$ cat src/verilog/mem_pkg.sv
`default_nettype none
// ~~~~~~~~~~~~~~~~~~~~~~~~~~~~~~~~~~~~~~~~~~~~~~~~~~~~~~~~~~~
// core-side request types shared by the memory controller
// import into any block that sees fetch or load/store requests
// ~~~~~~~~~~~~~~~~~~~~~~~~~~~~~~~~~~~~~~~~~~~~~~~~~~~~~~~~~~~

package mem_pkg;

  // load/store opcodes, loads and stores folded into one code
  typedef enum logic [2:0] {
    LB  = 3'd0,
    LH  = 3'd1,
    LW  = 3'd2,
    SB  = 3'd3,
    LBU = 3'd4,
    LHU = 3'd5,
    SH  = 3'd6,
    SW  = 3'd7
  } ls_op_e;

  // one load/store request, held steady until ls_done
  typedef struct packed {
    ls_op_e      op;
    logic [31:0] addr;
    // store data, low byte goes out first
    logic [31:0] wdata;
  } ls_req_t;

  // which requester owns the current transfer
  typedef enum logic {
    SRC_FETCH = 1'b0,
    SRC_LS    = 1'b1
  } src_e;

endpackage

`default_nettype wire

$ cat src/verilog/bus_pkg.sv
`default_nettype none
// ~~~~~~~~~~~~~~~~~~~~~~~~~~~~~~~~~~~~~~~~~~~~~~~~~~~~~~~~~~~
// external byte bus widths, I/O page decode and sequencer states
// ~~~~~~~~~~~~~~~~~~~~~~~~~~~~~~~~~~~~~~~~~~~~~~~~~~~~~~~~~~~

package bus_pkg;

  // address bus, only the low 18 bits reach the memory
  localparam int ADDR_W = 32;

  // data bus, one byte per cycle
  localparam int BYTE_W = 8;

  // I/O page number sits in mem_a[17:16]
  localparam int IO_SEL_LSB = 16;

  // transfer sequencer states
  typedef enum logic [1:0] {
    S_IDLE  = 2'd0,
    S_READ  = 2'd1,
    S_WRITE = 2'd2,
    S_DONE  = 2'd3
  } mem_state_e;

endpackage

`default_nettype wire

$ cat src/verilog/mem_seq_fsm.sv
`timescale 1ns/1ps
`default_nettype none
// ~~~~~~~~~~~~~~~~~~~~~~~~~~~~~~~~~~~~~~~~~~~~~~~~~~~~~~~~~~~
// arbitration between fetch and load/store, and byte sequencing
// ~~~~~~~~~~~~~~~~~~~~~~~~~~~~~~~~~~~~~~~~~~~~~~~~~~~~~~~~~~~

module mem_seq_fsm
  import mem_pkg::*, bus_pkg::*;
#(
  parameter logic [1:0] IO_PAGE = 2'd3
) (
  input  wire            clk_in,
  input  wire            rst,
  input  wire            rdy_in,
  input  wire            io_buffer_full,
  input  wire            fetch_req,
  input  wire            ls_req_valid,
  input  wire ls_req_t   ls_req,
  input  wire            issue_last,
  input  wire            cap_last,
  output logic           accept,
  output src_e           src,
  output logic [2:0]     nbytes,
  output logic           step,
  output logic           cap,
  output logic           is_write,
  output logic           fetch_done,
  output logic           ls_done
);

  mem_state_e state_q, state_d;
  src_e       src_q;
  logic       step_q;
  logic       cap_q;
  logic       ls_store;
  logic       ls_io_hold;
  logic       ls_ok;

  // uart store waits while its buffer is full, other requests go on
  always_comb begin
    ls_store   = ls_req.op inside {SB, SH, SW};
    ls_io_hold = ls_store && io_buffer_full &&
                 (ls_req.addr[IO_SEL_LSB +: 2] == IO_PAGE);
    ls_ok      = ls_req_valid && !ls_io_hold;
  end

  // load/store has priority over fetch
  assign accept = rdy_in && (state_q == S_IDLE) && (ls_ok || fetch_req);
  assign src    = ls_ok ? SRC_LS : SRC_FETCH;

  // transfer length, fetch is always a full word
  always_comb begin
    nbytes = 3'd4;
    if (ls_ok) begin
      case (ls_req.op)
        LB, LBU, SB: nbytes = 3'd1;
        LH, LHU, SH: nbytes = 3'd2;
        default:     nbytes = 3'd4;
      endcase
    end
  end

  always_comb begin
    state_d = state_q;
    case (state_q)
      S_IDLE: begin
        if (accept) begin
          state_d = (ls_ok && ls_store) ? S_WRITE : S_READ;
        end
      end
      // last read byte lands one cycle after its address
      S_READ:  if (cap_q && cap_last) state_d = S_DONE;
      S_WRITE: if (step_q && issue_last) state_d = S_DONE;
      default: state_d = S_IDLE;
    endcase
  end

  always_ff @(posedge clk_in) begin
    if (rst) begin
      state_q <= S_IDLE;
      src_q   <= SRC_FETCH;
      step_q  <= 1'b0;
      cap_q   <= 1'b0;
    end else if (rdy_in) begin
      state_q <= state_d;
      if (accept) begin
        src_q <= src;
      end
      if (accept) begin
        step_q <= 1'b1;
      end else if (step_q && issue_last) begin
        step_q <= 1'b0;
      end
      // returning byte trails its address by one cycle
      cap_q <= step_q && (state_q == S_READ);
    end
  end

  assign step     = step_q;
  assign cap      = cap_q;
  assign is_write = (state_q == S_WRITE);

  // done is one ready cycle in S_DONE, routed to the owner
  assign fetch_done = rdy_in && (state_q == S_DONE) && (src_q == SRC_FETCH);
  assign ls_done    = rdy_in && (state_q == S_DONE) && (src_q == SRC_LS);

endmodule

`default_nettype wire

$ cat src/verilog/byte_counter.sv
`timescale 1ns/1ps
`default_nettype none
// ~~~~~~~~~~~~~~~~~~~~~~~~~~~~~~~~~~~~~~~~~~~~~~~~~~~~~~~~~~~
// byte indices for address issue and read data capture
// ~~~~~~~~~~~~~~~~~~~~~~~~~~~~~~~~~~~~~~~~~~~~~~~~~~~~~~~~~~~

module byte_counter (
  input  wire        clk_in,
  input  wire        rst,
  input  wire        rdy_in,
  input  wire        accept,
  input  wire  [2:0] nbytes,
  input  wire        step,
  input  wire        cap,
  output logic [1:0] issue_idx,
  output logic [1:0] cap_idx,
  output logic       issue_last,
  output logic       cap_last
);

  logic [2:0] count_q;
  logic [2:0] last_idx;

  always_ff @(posedge clk_in) begin
    if (rst) begin
      count_q   <= 3'd0;
      issue_idx <= 2'd0;
      cap_idx   <= 2'd0;
    end else if (rdy_in) begin
      if (accept) begin
        count_q   <= nbytes;
        issue_idx <= 2'd0;
        cap_idx   <= 2'd0;
      end else begin
        // each index follows its own strobe
        if (step) issue_idx <= issue_idx + 2'd1;
        if (cap)  cap_idx   <= cap_idx + 2'd1;
      end
    end
  end

  assign last_idx   = count_q - 3'd1;
  assign issue_last = ({1'b0, issue_idx} == last_idx);
  assign cap_last   = ({1'b0, cap_idx} == last_idx);

endmodule

`default_nettype wire

$ cat src/verilog/bus_driver.sv
`timescale 1ns/1ps
`default_nettype none
// ~~~~~~~~~~~~~~~~~~~~~~~~~~~~~~~~~~~~~~~~~~~~~~~~~~~~~~~~~~~
// latches the accepted request and drives address, data and write
// ~~~~~~~~~~~~~~~~~~~~~~~~~~~~~~~~~~~~~~~~~~~~~~~~~~~~~~~~~~~

module bus_driver
  import mem_pkg::*, bus_pkg::*;
(
  input  wire                clk_in,
  input  wire                rst,
  input  wire                rdy_in,
  input  wire                accept,
  input  wire src_e          src,
  input  wire [ADDR_W-1:0]   fetch_pc,
  input  wire ls_req_t       ls_req,
  input  wire                step,
  input  wire                is_write,
  input  wire [1:0]          issue_idx,
  output logic [ADDR_W-1:0]  mem_a,
  output logic [BYTE_W-1:0]  mem_dout,
  output logic               mem_wr
);

  logic [ADDR_W-1:0] base_q;
  logic [31:0]       wdata_q;

  always_ff @(posedge clk_in) begin
    if (rst) begin
      base_q <= '0;
    end else if (rdy_in && accept) begin
      base_q <= (src == SRC_LS) ? ls_req.addr : fetch_pc;
    end
  end

  // store data only matters for a load/store source
  always_ff @(posedge clk_in) begin
    if (rdy_in && accept) begin
      wdata_q <= ls_req.wdata;
    end
  end

  // byte i goes to base+i, little endian
  assign mem_a = step ? (base_q + {{(ADDR_W-2){1'b0}}, issue_idx}) : '0;

  assign mem_dout = (step && is_write) ? wdata_q[issue_idx*BYTE_W +: BYTE_W] : '0;

  // no write may reach the bus during a pause
  assign mem_wr = step && is_write && rdy_in;

endmodule

`default_nettype wire

$ cat src/verilog/word_assembler.sv
`timescale 1ns/1ps
`default_nettype none
// ~~~~~~~~~~~~~~~~~~~~~~~~~~~~~~~~~~~~~~~~~~~~~~~~~~~~~~~~~~~
// collects read bytes into a word and extends load results
// ~~~~~~~~~~~~~~~~~~~~~~~~~~~~~~~~~~~~~~~~~~~~~~~~~~~~~~~~~~~

module word_assembler
  import mem_pkg::*, bus_pkg::*;
(
  input  wire               clk_in,
  input  wire               rst,
  input  wire               rdy_in,
  input  wire               accept,
  input  wire src_e         src,
  input  wire ls_req_t      ls_req,
  input  wire               cap,
  input  wire [1:0]         cap_idx,
  input  wire               cap_last,
  input  wire [BYTE_W-1:0]  mem_din,
  output logic [31:0]       rdata
);

  ls_op_e      op_q;
  logic [31:0] bytes_q;
  logic [31:0] word;

  always_ff @(posedge clk_in) begin
    if (rdy_in) begin
      // a fetch reads like LW
      if (accept) begin
        op_q <= (src == SRC_FETCH) ? LW : ls_req.op;
      end
      if (cap) begin
        bytes_q[cap_idx*BYTE_W +: BYTE_W] <= mem_din;
      end
    end
  end

  // final byte merged straight from the bus
  always_comb begin
    word = bytes_q;
    word[cap_idx*BYTE_W +: BYTE_W] = mem_din;
  end

  always_ff @(posedge clk_in) begin
    if (rst) begin
      rdata <= 32'd0;
    end else if (rdy_in && cap && cap_last) begin
      case (op_q)
        LB:      rdata <= {{24{word[7]}}, word[7:0]};
        LH:      rdata <= {{16{word[15]}}, word[15:0]};
        LBU:     rdata <= {24'd0, word[7:0]};
        LHU:     rdata <= {16'd0, word[15:0]};
        default: rdata <= word;
      endcase
    end
  end

endmodule

`default_nettype wire

$ cat src/verilog/mem_ctrl_top.sv
`timescale 1ns/1ps
`default_nettype none
// ~~~~~~~~~~~~~~~~~~~~~~~~~~~~~~~~~~~~~~~~~~~~~~~~~~~~~~~~~~~
// memory controller top, connects sequencer, counters and datapath
// ~~~~~~~~~~~~~~~~~~~~~~~~~~~~~~~~~~~~~~~~~~~~~~~~~~~~~~~~~~~

module mem_ctrl_top
  import mem_pkg::*, bus_pkg::*;
#(
  parameter logic [1:0] IO_PAGE = 2'd3
) (
  input  wire                clk_in,
  input  wire                rst,
  input  wire                rdy_in,
  input  wire [BYTE_W-1:0]   mem_din,
  output logic [BYTE_W-1:0]  mem_dout,
  output logic [ADDR_W-1:0]  mem_a,
  output logic               mem_wr,
  input  wire                io_buffer_full,
  input  wire                fetch_req,
  input  wire [ADDR_W-1:0]   fetch_pc,
  output logic               fetch_done,
  input  wire                ls_req_valid,
  input  wire ls_req_t       ls_req,
  output logic               ls_done,
  output logic [31:0]        rdata
);

  logic       accept;
  src_e       src;
  logic [2:0] nbytes;
  logic       step;
  logic       cap;
  logic       is_write;
  logic [1:0] issue_idx;
  logic [1:0] cap_idx;
  logic       issue_last;
  logic       cap_last;

  mem_seq_fsm #(.IO_PAGE(IO_PAGE)) u_fsm (
    .clk_in(clk_in), .rst(rst), .rdy_in(rdy_in),
    .io_buffer_full(io_buffer_full),
    .fetch_req(fetch_req), .ls_req_valid(ls_req_valid), .ls_req(ls_req),
    .issue_last(issue_last), .cap_last(cap_last),
    .accept(accept), .src(src), .nbytes(nbytes),
    .step(step), .cap(cap), .is_write(is_write),
    .fetch_done(fetch_done), .ls_done(ls_done)
  );

  byte_counter u_cnt (
    .clk_in(clk_in), .rst(rst), .rdy_in(rdy_in),
    .accept(accept), .nbytes(nbytes), .step(step), .cap(cap),
    .issue_idx(issue_idx), .cap_idx(cap_idx),
    .issue_last(issue_last), .cap_last(cap_last)
  );

  bus_driver u_bus (
    .clk_in(clk_in), .rst(rst), .rdy_in(rdy_in),
    .accept(accept), .src(src), .fetch_pc(fetch_pc), .ls_req(ls_req),
    .step(step), .is_write(is_write), .issue_idx(issue_idx),
    .mem_a(mem_a), .mem_dout(mem_dout), .mem_wr(mem_wr)
  );

  word_assembler u_asm (
    .clk_in(clk_in), .rst(rst), .rdy_in(rdy_in),
    .accept(accept), .src(src), .ls_req(ls_req),
    .cap(cap), .cap_idx(cap_idx), .cap_last(cap_last),
    .mem_din(mem_din), .rdata(rdata)
  );

endmodule

`default_nettype wire

$ cat config.mk
export PLATFORM = sky130hd
export DESIGN_NAME = mem_ctrl_top
export DESIGN_NICKNAME = d
export VERILOG_FILES = /design/src/verilog/mem_pkg.sv /design/src/verilog/bus_pkg.sv /design/src/verilog/mem_seq_fsm.sv /design/src/verilog/byte_counter.sv /design/src/verilog/bus_driver.sv /design/src/verilog/word_assembler.sv /design/src/verilog/mem_ctrl_top.sv
export SDC_FILE = /design/constraint.sdc
export NUM_CORES = 1
export LEC_CHECK = 0
export BUFFER_PORTS_ARGS = -buffer_cell sky130_fd_sc_hd__buf_2
export CAP_MARGIN = 25
export CORE_AREA = 2 2 138 207
export DETAILED_ROUTE_END_ITERATION = 8
export DIE_AREA = 0 0 140 209
export PLACE_DENSITY = 0.42
export SYNTH_ARGS = -nofsm -noshare
export SYNTH_HDL_FRONTEND = slang
export SYNTH_SLANG_ARGS = --single-unit
$ cat constraint.sdc
create_clock -name clk_in -period 2.39 [get_ports clk_in]
set_input_delay 0.1195 -clock clk_in [delete_from_list [all_inputs] [get_ports clk_in]]
set_output_delay 0.1195 -clock clk_in [all_outputs]
set_load 0.02 [all_outputs]
# Word-level counts from Yosys, hierarchy flattened

Index checks and enable logic that the tools add are counted.

Logic and storage cells: 92
Register bits after elaboration: 143
Output and inout bits: 75

Bitwise gates (word level): 1
Shift operators: 3
Add/sub/neg operators: 5
Reductions and logical operators: 34
Eq/ne operators: 18
Mux-type cells: 19

Operators by type and width:

| cell                      | count |
|---|---|
| $pmux W32 S4              | 1 |
| $mux W32                  | 2 |
| $neg A5 Y34               | 1 |
| $shift A8 B34 Y32 const A | 1 |
| $shiftx A8 B34 Y32        | 1 |
| $add A32 B2 Y32           | 1 |
| $bwmux W32                | 1 |
| $shiftx A32 B6 Y8         | 1 |
| $eq A3 B3 Y1 const B      | 6 |
| $logic_and A1 B1 Y1       | 17 |
| $mux W2                   | 8 |
| $reduce_and A2 Y1         | 5 |
| $mux W8                   | 1 |
| $eq A2 B2 Y1 const B      | 3 |
| $eq A2 B3 Y1              | 2 |
| $eq A3 B1 Y1 const B      | 2 |
| $logic_not A3 Y1          | 2 |
| $pmux W2 S3               | 1 |
| $pmux W3 S2               | 1 |
| $reduce_bool A2 Y1        | 3 |
| $reduce_or A3 Y1          | 2 |
| $add A2 B1 Y2 const B     | 2 |
| $ne A2 B1 Y1 const B      | 2 |
| $reduce_and A4 Y1         | 1 |
| other kinds (11)          | 13 |

# Depth between registers and ports, before layout

Word-level depth: 10
Gate-level depth with buffers: 8
Depth with buffers taken out: 7

# Cells and area by module

From an unflattened synthesis, not the netlist that was laid out.

Cells, all modules: 731
Area, all modules: 7407.1 sq um

By module, submodules not included:

| module         | cells each | times used | area each (sq um) |
|---|---|---|---|
| bus_driver     | 340        | 1          | 3577.2 |
| word_assembler | 294        | 1          | 3006.6 |
| mem_seq_fsm    | 52         | 1          | 446.7 |
| byte_counter   | 45         | 1          | 376.6 |

# Worst setup path after synthesis

Ideal clock, no wire load.

Kind: reg-to-reg
Start: reg u_fsm.state_q[0]
End: reg u_asm.op_q[0], enable pin
Slack: 60 ps
Clock period less this slack: 2330 ps
Path buffers: 1
Cell stages (with the launch flop): 7
Required time: 1997 ps
Data arrival time: 1937 ps
Path through: dfxtp_1 > inv_1 > ha_1 > and2_0 > o21ai_2 > buf_6 > inv_1

Longest elaborated chain between the ends: 4

RTL lines:

| element                          | RTL line             | source |
|---|---|---|
| start, declared                  | mem_seq_fsm.sv:31    | `mem_state_e state_q, state_d;` |
| start signal, assigned           | mem_seq_fsm.sv:85    | `state_q <= state_d;` |
| $logic_not A2 Y1                 | mem_seq_fsm.sv:48    | `assign accept = rdy_in && (state_q == S_IDLE) && (ls_ok \|\| fetch_req);` |
| $logic_and A1 B1 Y1 (2 in a row) | mem_seq_fsm.sv:48    |  |
| $reduce_and A2 Y1 (no line)      | -                    |  |
| end signal, assigned             | word_assembler.sv:31 | `op_q <= (src == SRC_FETCH) ? LW : ls_req.op;` |
| end, declared                    | word_assembler.sv:23 | `ls_op_e op_q;` |

Every way passes these cells.
A chain may end at the register's enable or synchronous reset.

# Worst setup path in the final report

Start: reg u_bus.base_q[0]
End: out mem_a[24]

Longest elaborated chain between the ends: 2

RTL lines:

| element                | RTL line           | source |
|---|---|---|
| start, declared        | bus_driver.sv:25   | `logic [ADDR_W-1:0] base_q;` |
| start signal, assigned | bus_driver.sv:32   | `base_q <= (src == SRC_LS) ? ls_req.addr : fetch_pc;` |
| $add A32 B2 Y32        | bus_driver.sv:44   | `assign mem_a = step ? (base_q + {{(ADDR_W-2){1'b0}}, issue_idx}) : '0;` |
| $mux W32               | bus_driver.sv:44   |  |
| end, declared          | mem_ctrl_top.sv:17 | `output logic [ADDR_W-1:0] mem_a,` |

Every way passes these cells.

==> run summary <==
Clock power share: 37.8%
Dpl hpwl: 15090 um
Hold Violations, Final: 0
Post-synth EDFFs: 67
Setup WS pre-CTS: 0.2217 ns
Area after DPL: 8273 um^2
Met1 Use GR: 16.99%
Initial antenna violation count: 0
Hold crit path type: primary input to register
Outcome: finished with violations
Core area: 27680 um^2
Sw Ratio: 28.41%
Avg Inst Size Synth: 10.77 um^2
Total gr overflow: 0
Wire length per cell: 16.79 um
Max Cap Viol: 0
Antenna Nets Post-Route: 0
Min Clock Period, post-route: 2.390 ns
# clock sinks: 143
Pwr Density: 668.4 nW/um^2
Slew @ Worst Pin: 0.5452 ns
Most frequent cells in the layout: buf_2 (179), dlygate4sd3_1 (94), nor2_1 (73), edfxtp_1 (67), dfxtp_1 (63)
Vias in the first global route: 6282
Critical Path AT: 2.27 ns
Post-synth top area share: 29.79%
Ant. Diodes: 0
Layout Area Growth over Synthesis: 49.86%
CTS root buf: clkbuf_16
Internal: 4.842 mW
Pins Over Slew Limit: 0
Top Usage Layer GRT: met2
Sequential share of power: 43.5%
Final wirelength: 21750 um
RSZ-0062 raised after global routing: true
Worst R2R Path Depth: 7
Worst Path Max Fanout: 3
Final WS setup: 0.0002656 ns
Vias/cell: 4.653
CTS Buf Count: 17
Slew headroom: 63.65%
Post-Syn Instances: 627
Crit start category: register
Design Area, Final: 10120 um^2
Row count: 75
FF-to-FF End: u_bus.base_q[22]
Initial Utilization: 24.39%
R2R setup slack: 0.25 ns
Hold endpoint: u_bus.base_q[16]
Net Switching: 1.922 mW
Vias post-DR: 6025
Failing checks: DRC
Fin crit share: 99.99%
Syn Std Cell Area: 6753 um^2
Crit path required time: 2.27 ns
# setup viols final: 0
Post-synth net total: 754
Post-layout util: 36.56%
Gpl congestion: 0.7265
Die area: 29260 um^2
Synth area leader: edfxtp_1
CP Class: register to output port
Yosys reg bits: 143
Die Y: 209 um
TritonRoute pass-1 iters: 9
Hold Path Stages: 3
Maximum VDD drop: 0.4889 mV
Pin count of the biggest net entering global routing: 42
Depth of the CTS H-tree: 4
Hold_ws: 0.03321 ns
YS warnings: 0
Drc violations: 7
Port Buffer Count: 187
First-pass GRT wire length: 34080 um
Commonest register cell after synthesis: dfxtp_1
# IOs: 188
Fillers: 2778
Clock skew: 0.006648 ns
Leakage: 4.212 nW
GR Util met2: 27.26%
Combinational share of power: 18.6%
CTS max path bufs: 2
Seq/Total Area, Yosys: 52.33%
GRT Total Usage: 14.99%
Worst-Skew Late Latency: 0.42 ns
Cell total after placement: 1157
DR iter-0 viols: 372
Async set-reset flop share out of synthesis: 0%
GR met3 Demand/Resource: 3.689%
Final non-filler cell total: 1295
Clock-pin slew on the worst setup and hold paths: 0.06 ns
Cell variety after synth: 50
CTS tree: built
Fraction of layout cells with a size suffix above 1: 33.40%
NumNets Final: 1063
Fmax: 418.5 MHz
Leading cell type in the layout, fill and taps excluded: buf_2
Hold_sp: fetch_pc[16]
Chip width: 140 um
Reg-to-Reg Start: u_fsm.state_q[1]
Crit end category: output port
Ranking of synthesized cells by area: edfxtp_1 (30%), dfxtp_1 (23%), a222oi_1 (4.6%)
[metrics by stage]
stage	setup TNS [ns]	power [mW]
floorplan	0	3.662
global placement	0	4.111
detailed placement	0	4.110
CTS	-0.1421	6.870
global route	-0.6347	7.115
finish	0	6.764
[per-layer routing]
layer / up-vias / wire [um]
li1: 2954 / -
met1: 2857 / 8849
met2: 189 / 11440
met3: 25 / 1060
met4: 0 / 395
met5: - / 0
[synth_stat cells, types with 16 or more instances]
| library cell | number |
|---|---|
| a211oi_1 | 17 |
| clkbuf_1 | 25 |
| nand2b_1 | 16 |
| a22o_1 | 21 |
| edfxtp_1 | 67 |
| a222oi_1 | 31 |
| and2_1 | 28 |
| xnor2_1 | 22 |
| nand2_1 | 56 |
| dfxtp_1 | 76 |
| nor2_1 | 75 |
| nor3_1 | 21 |
| inv_1 | 16 |
[layout make-up]
class                      instances  area [um^2]  share of cell area [%]
sequential                       143         3557                   35.15
multi-input combinational        428         3153                   31.16
timing repair buffer             328         2346                   23.18
clock buffer                      22        486.7                   4.810
tap                              346        432.9                   4.278
clock inverter                    10        76.32                  0.7542
inverter                          18        67.56                  0.6677
[power by group through the flow]
stage | Clock, mW | Sequential [mW] | Combinational (mW)
2_1_floorplan | 0 | 2.95 | 0.712
3_3_place_gp | 0 | 2.99 | 1.13
3_5_place_dp | 0 | 2.99 | 1.12
4_1_cts | 2.66 | 2.94 | 1.26
5_1_grt | 2.76 | 2.97 | 1.39
6_report | 2.56 | 2.95 | 1.26
[repair_timing]
action | CTS | global route
hold endpoints to repair | 64 | 0
setup endpoints to repair | 19 | 17
buffers inserted | 8 | 4
hold buffers | 94 | 0
pin swaps | 12 | 11
gates resized for setup | 44 | 20
[sequential cells by signal (all words and copies together), names as in the netlist]
name / flops
u_cnt.cap_idx: 2
u_fsm.src_q: 1
u_asm.rdata: 32
u_fsm.cap: 1
u_fsm.state_q: 2
u_bus.base_q: 32
u_fsm.step: 1
u_cnt.count_q: 3
u_asm.op_q: 3
u_asm.bytes_q: 32
u_cnt.issue_idx: 2
u_bus.wdata_q: 32
[worst max-delay path, stage by stage (launching register included)]
cell and delay, ns:
dfxtp_2 0.34, ha_4 0.16, fa_2 0.37, and3_4 0.21, nand4_1 0.14, buf_6 0.16, nor3_4 0.04, xor2_1 0.13
and2_1 0.17, buf_6 0.13
[worst max path at each step]
stage | startpoint | endpoint | slack (ns) | cells after the start
after floorplan | u_fsm.state_q[0] | u_asm.op_q[0] | 0.06 | 6
after global placement | u_cnt.issue_idx[0] | mem_a[30] | 0.24 | 8
after global routing | u_bus.base_q[0] | mem_a[30] | -0.10 | 9
after CTS | u_bus.base_q[0] | mem_a[24] | -0.04 | 9
after detailed placement | u_cnt.issue_idx[0] | mem_a[28] | 0.22 | 8
final | u_bus.base_q[0] | mem_a[24] | 0.0003 | 9
[cell families after synthesis]
kind of cell | share of synthesized area [%]
simple gates | 19.27
flops | 52.33
compound gates | 13.66
buf+inv | 3.613
xor+xnor | 4.539
mux | 3.891
fa+ha+maj | 2.705
Power figures use the tool's default switching activity.
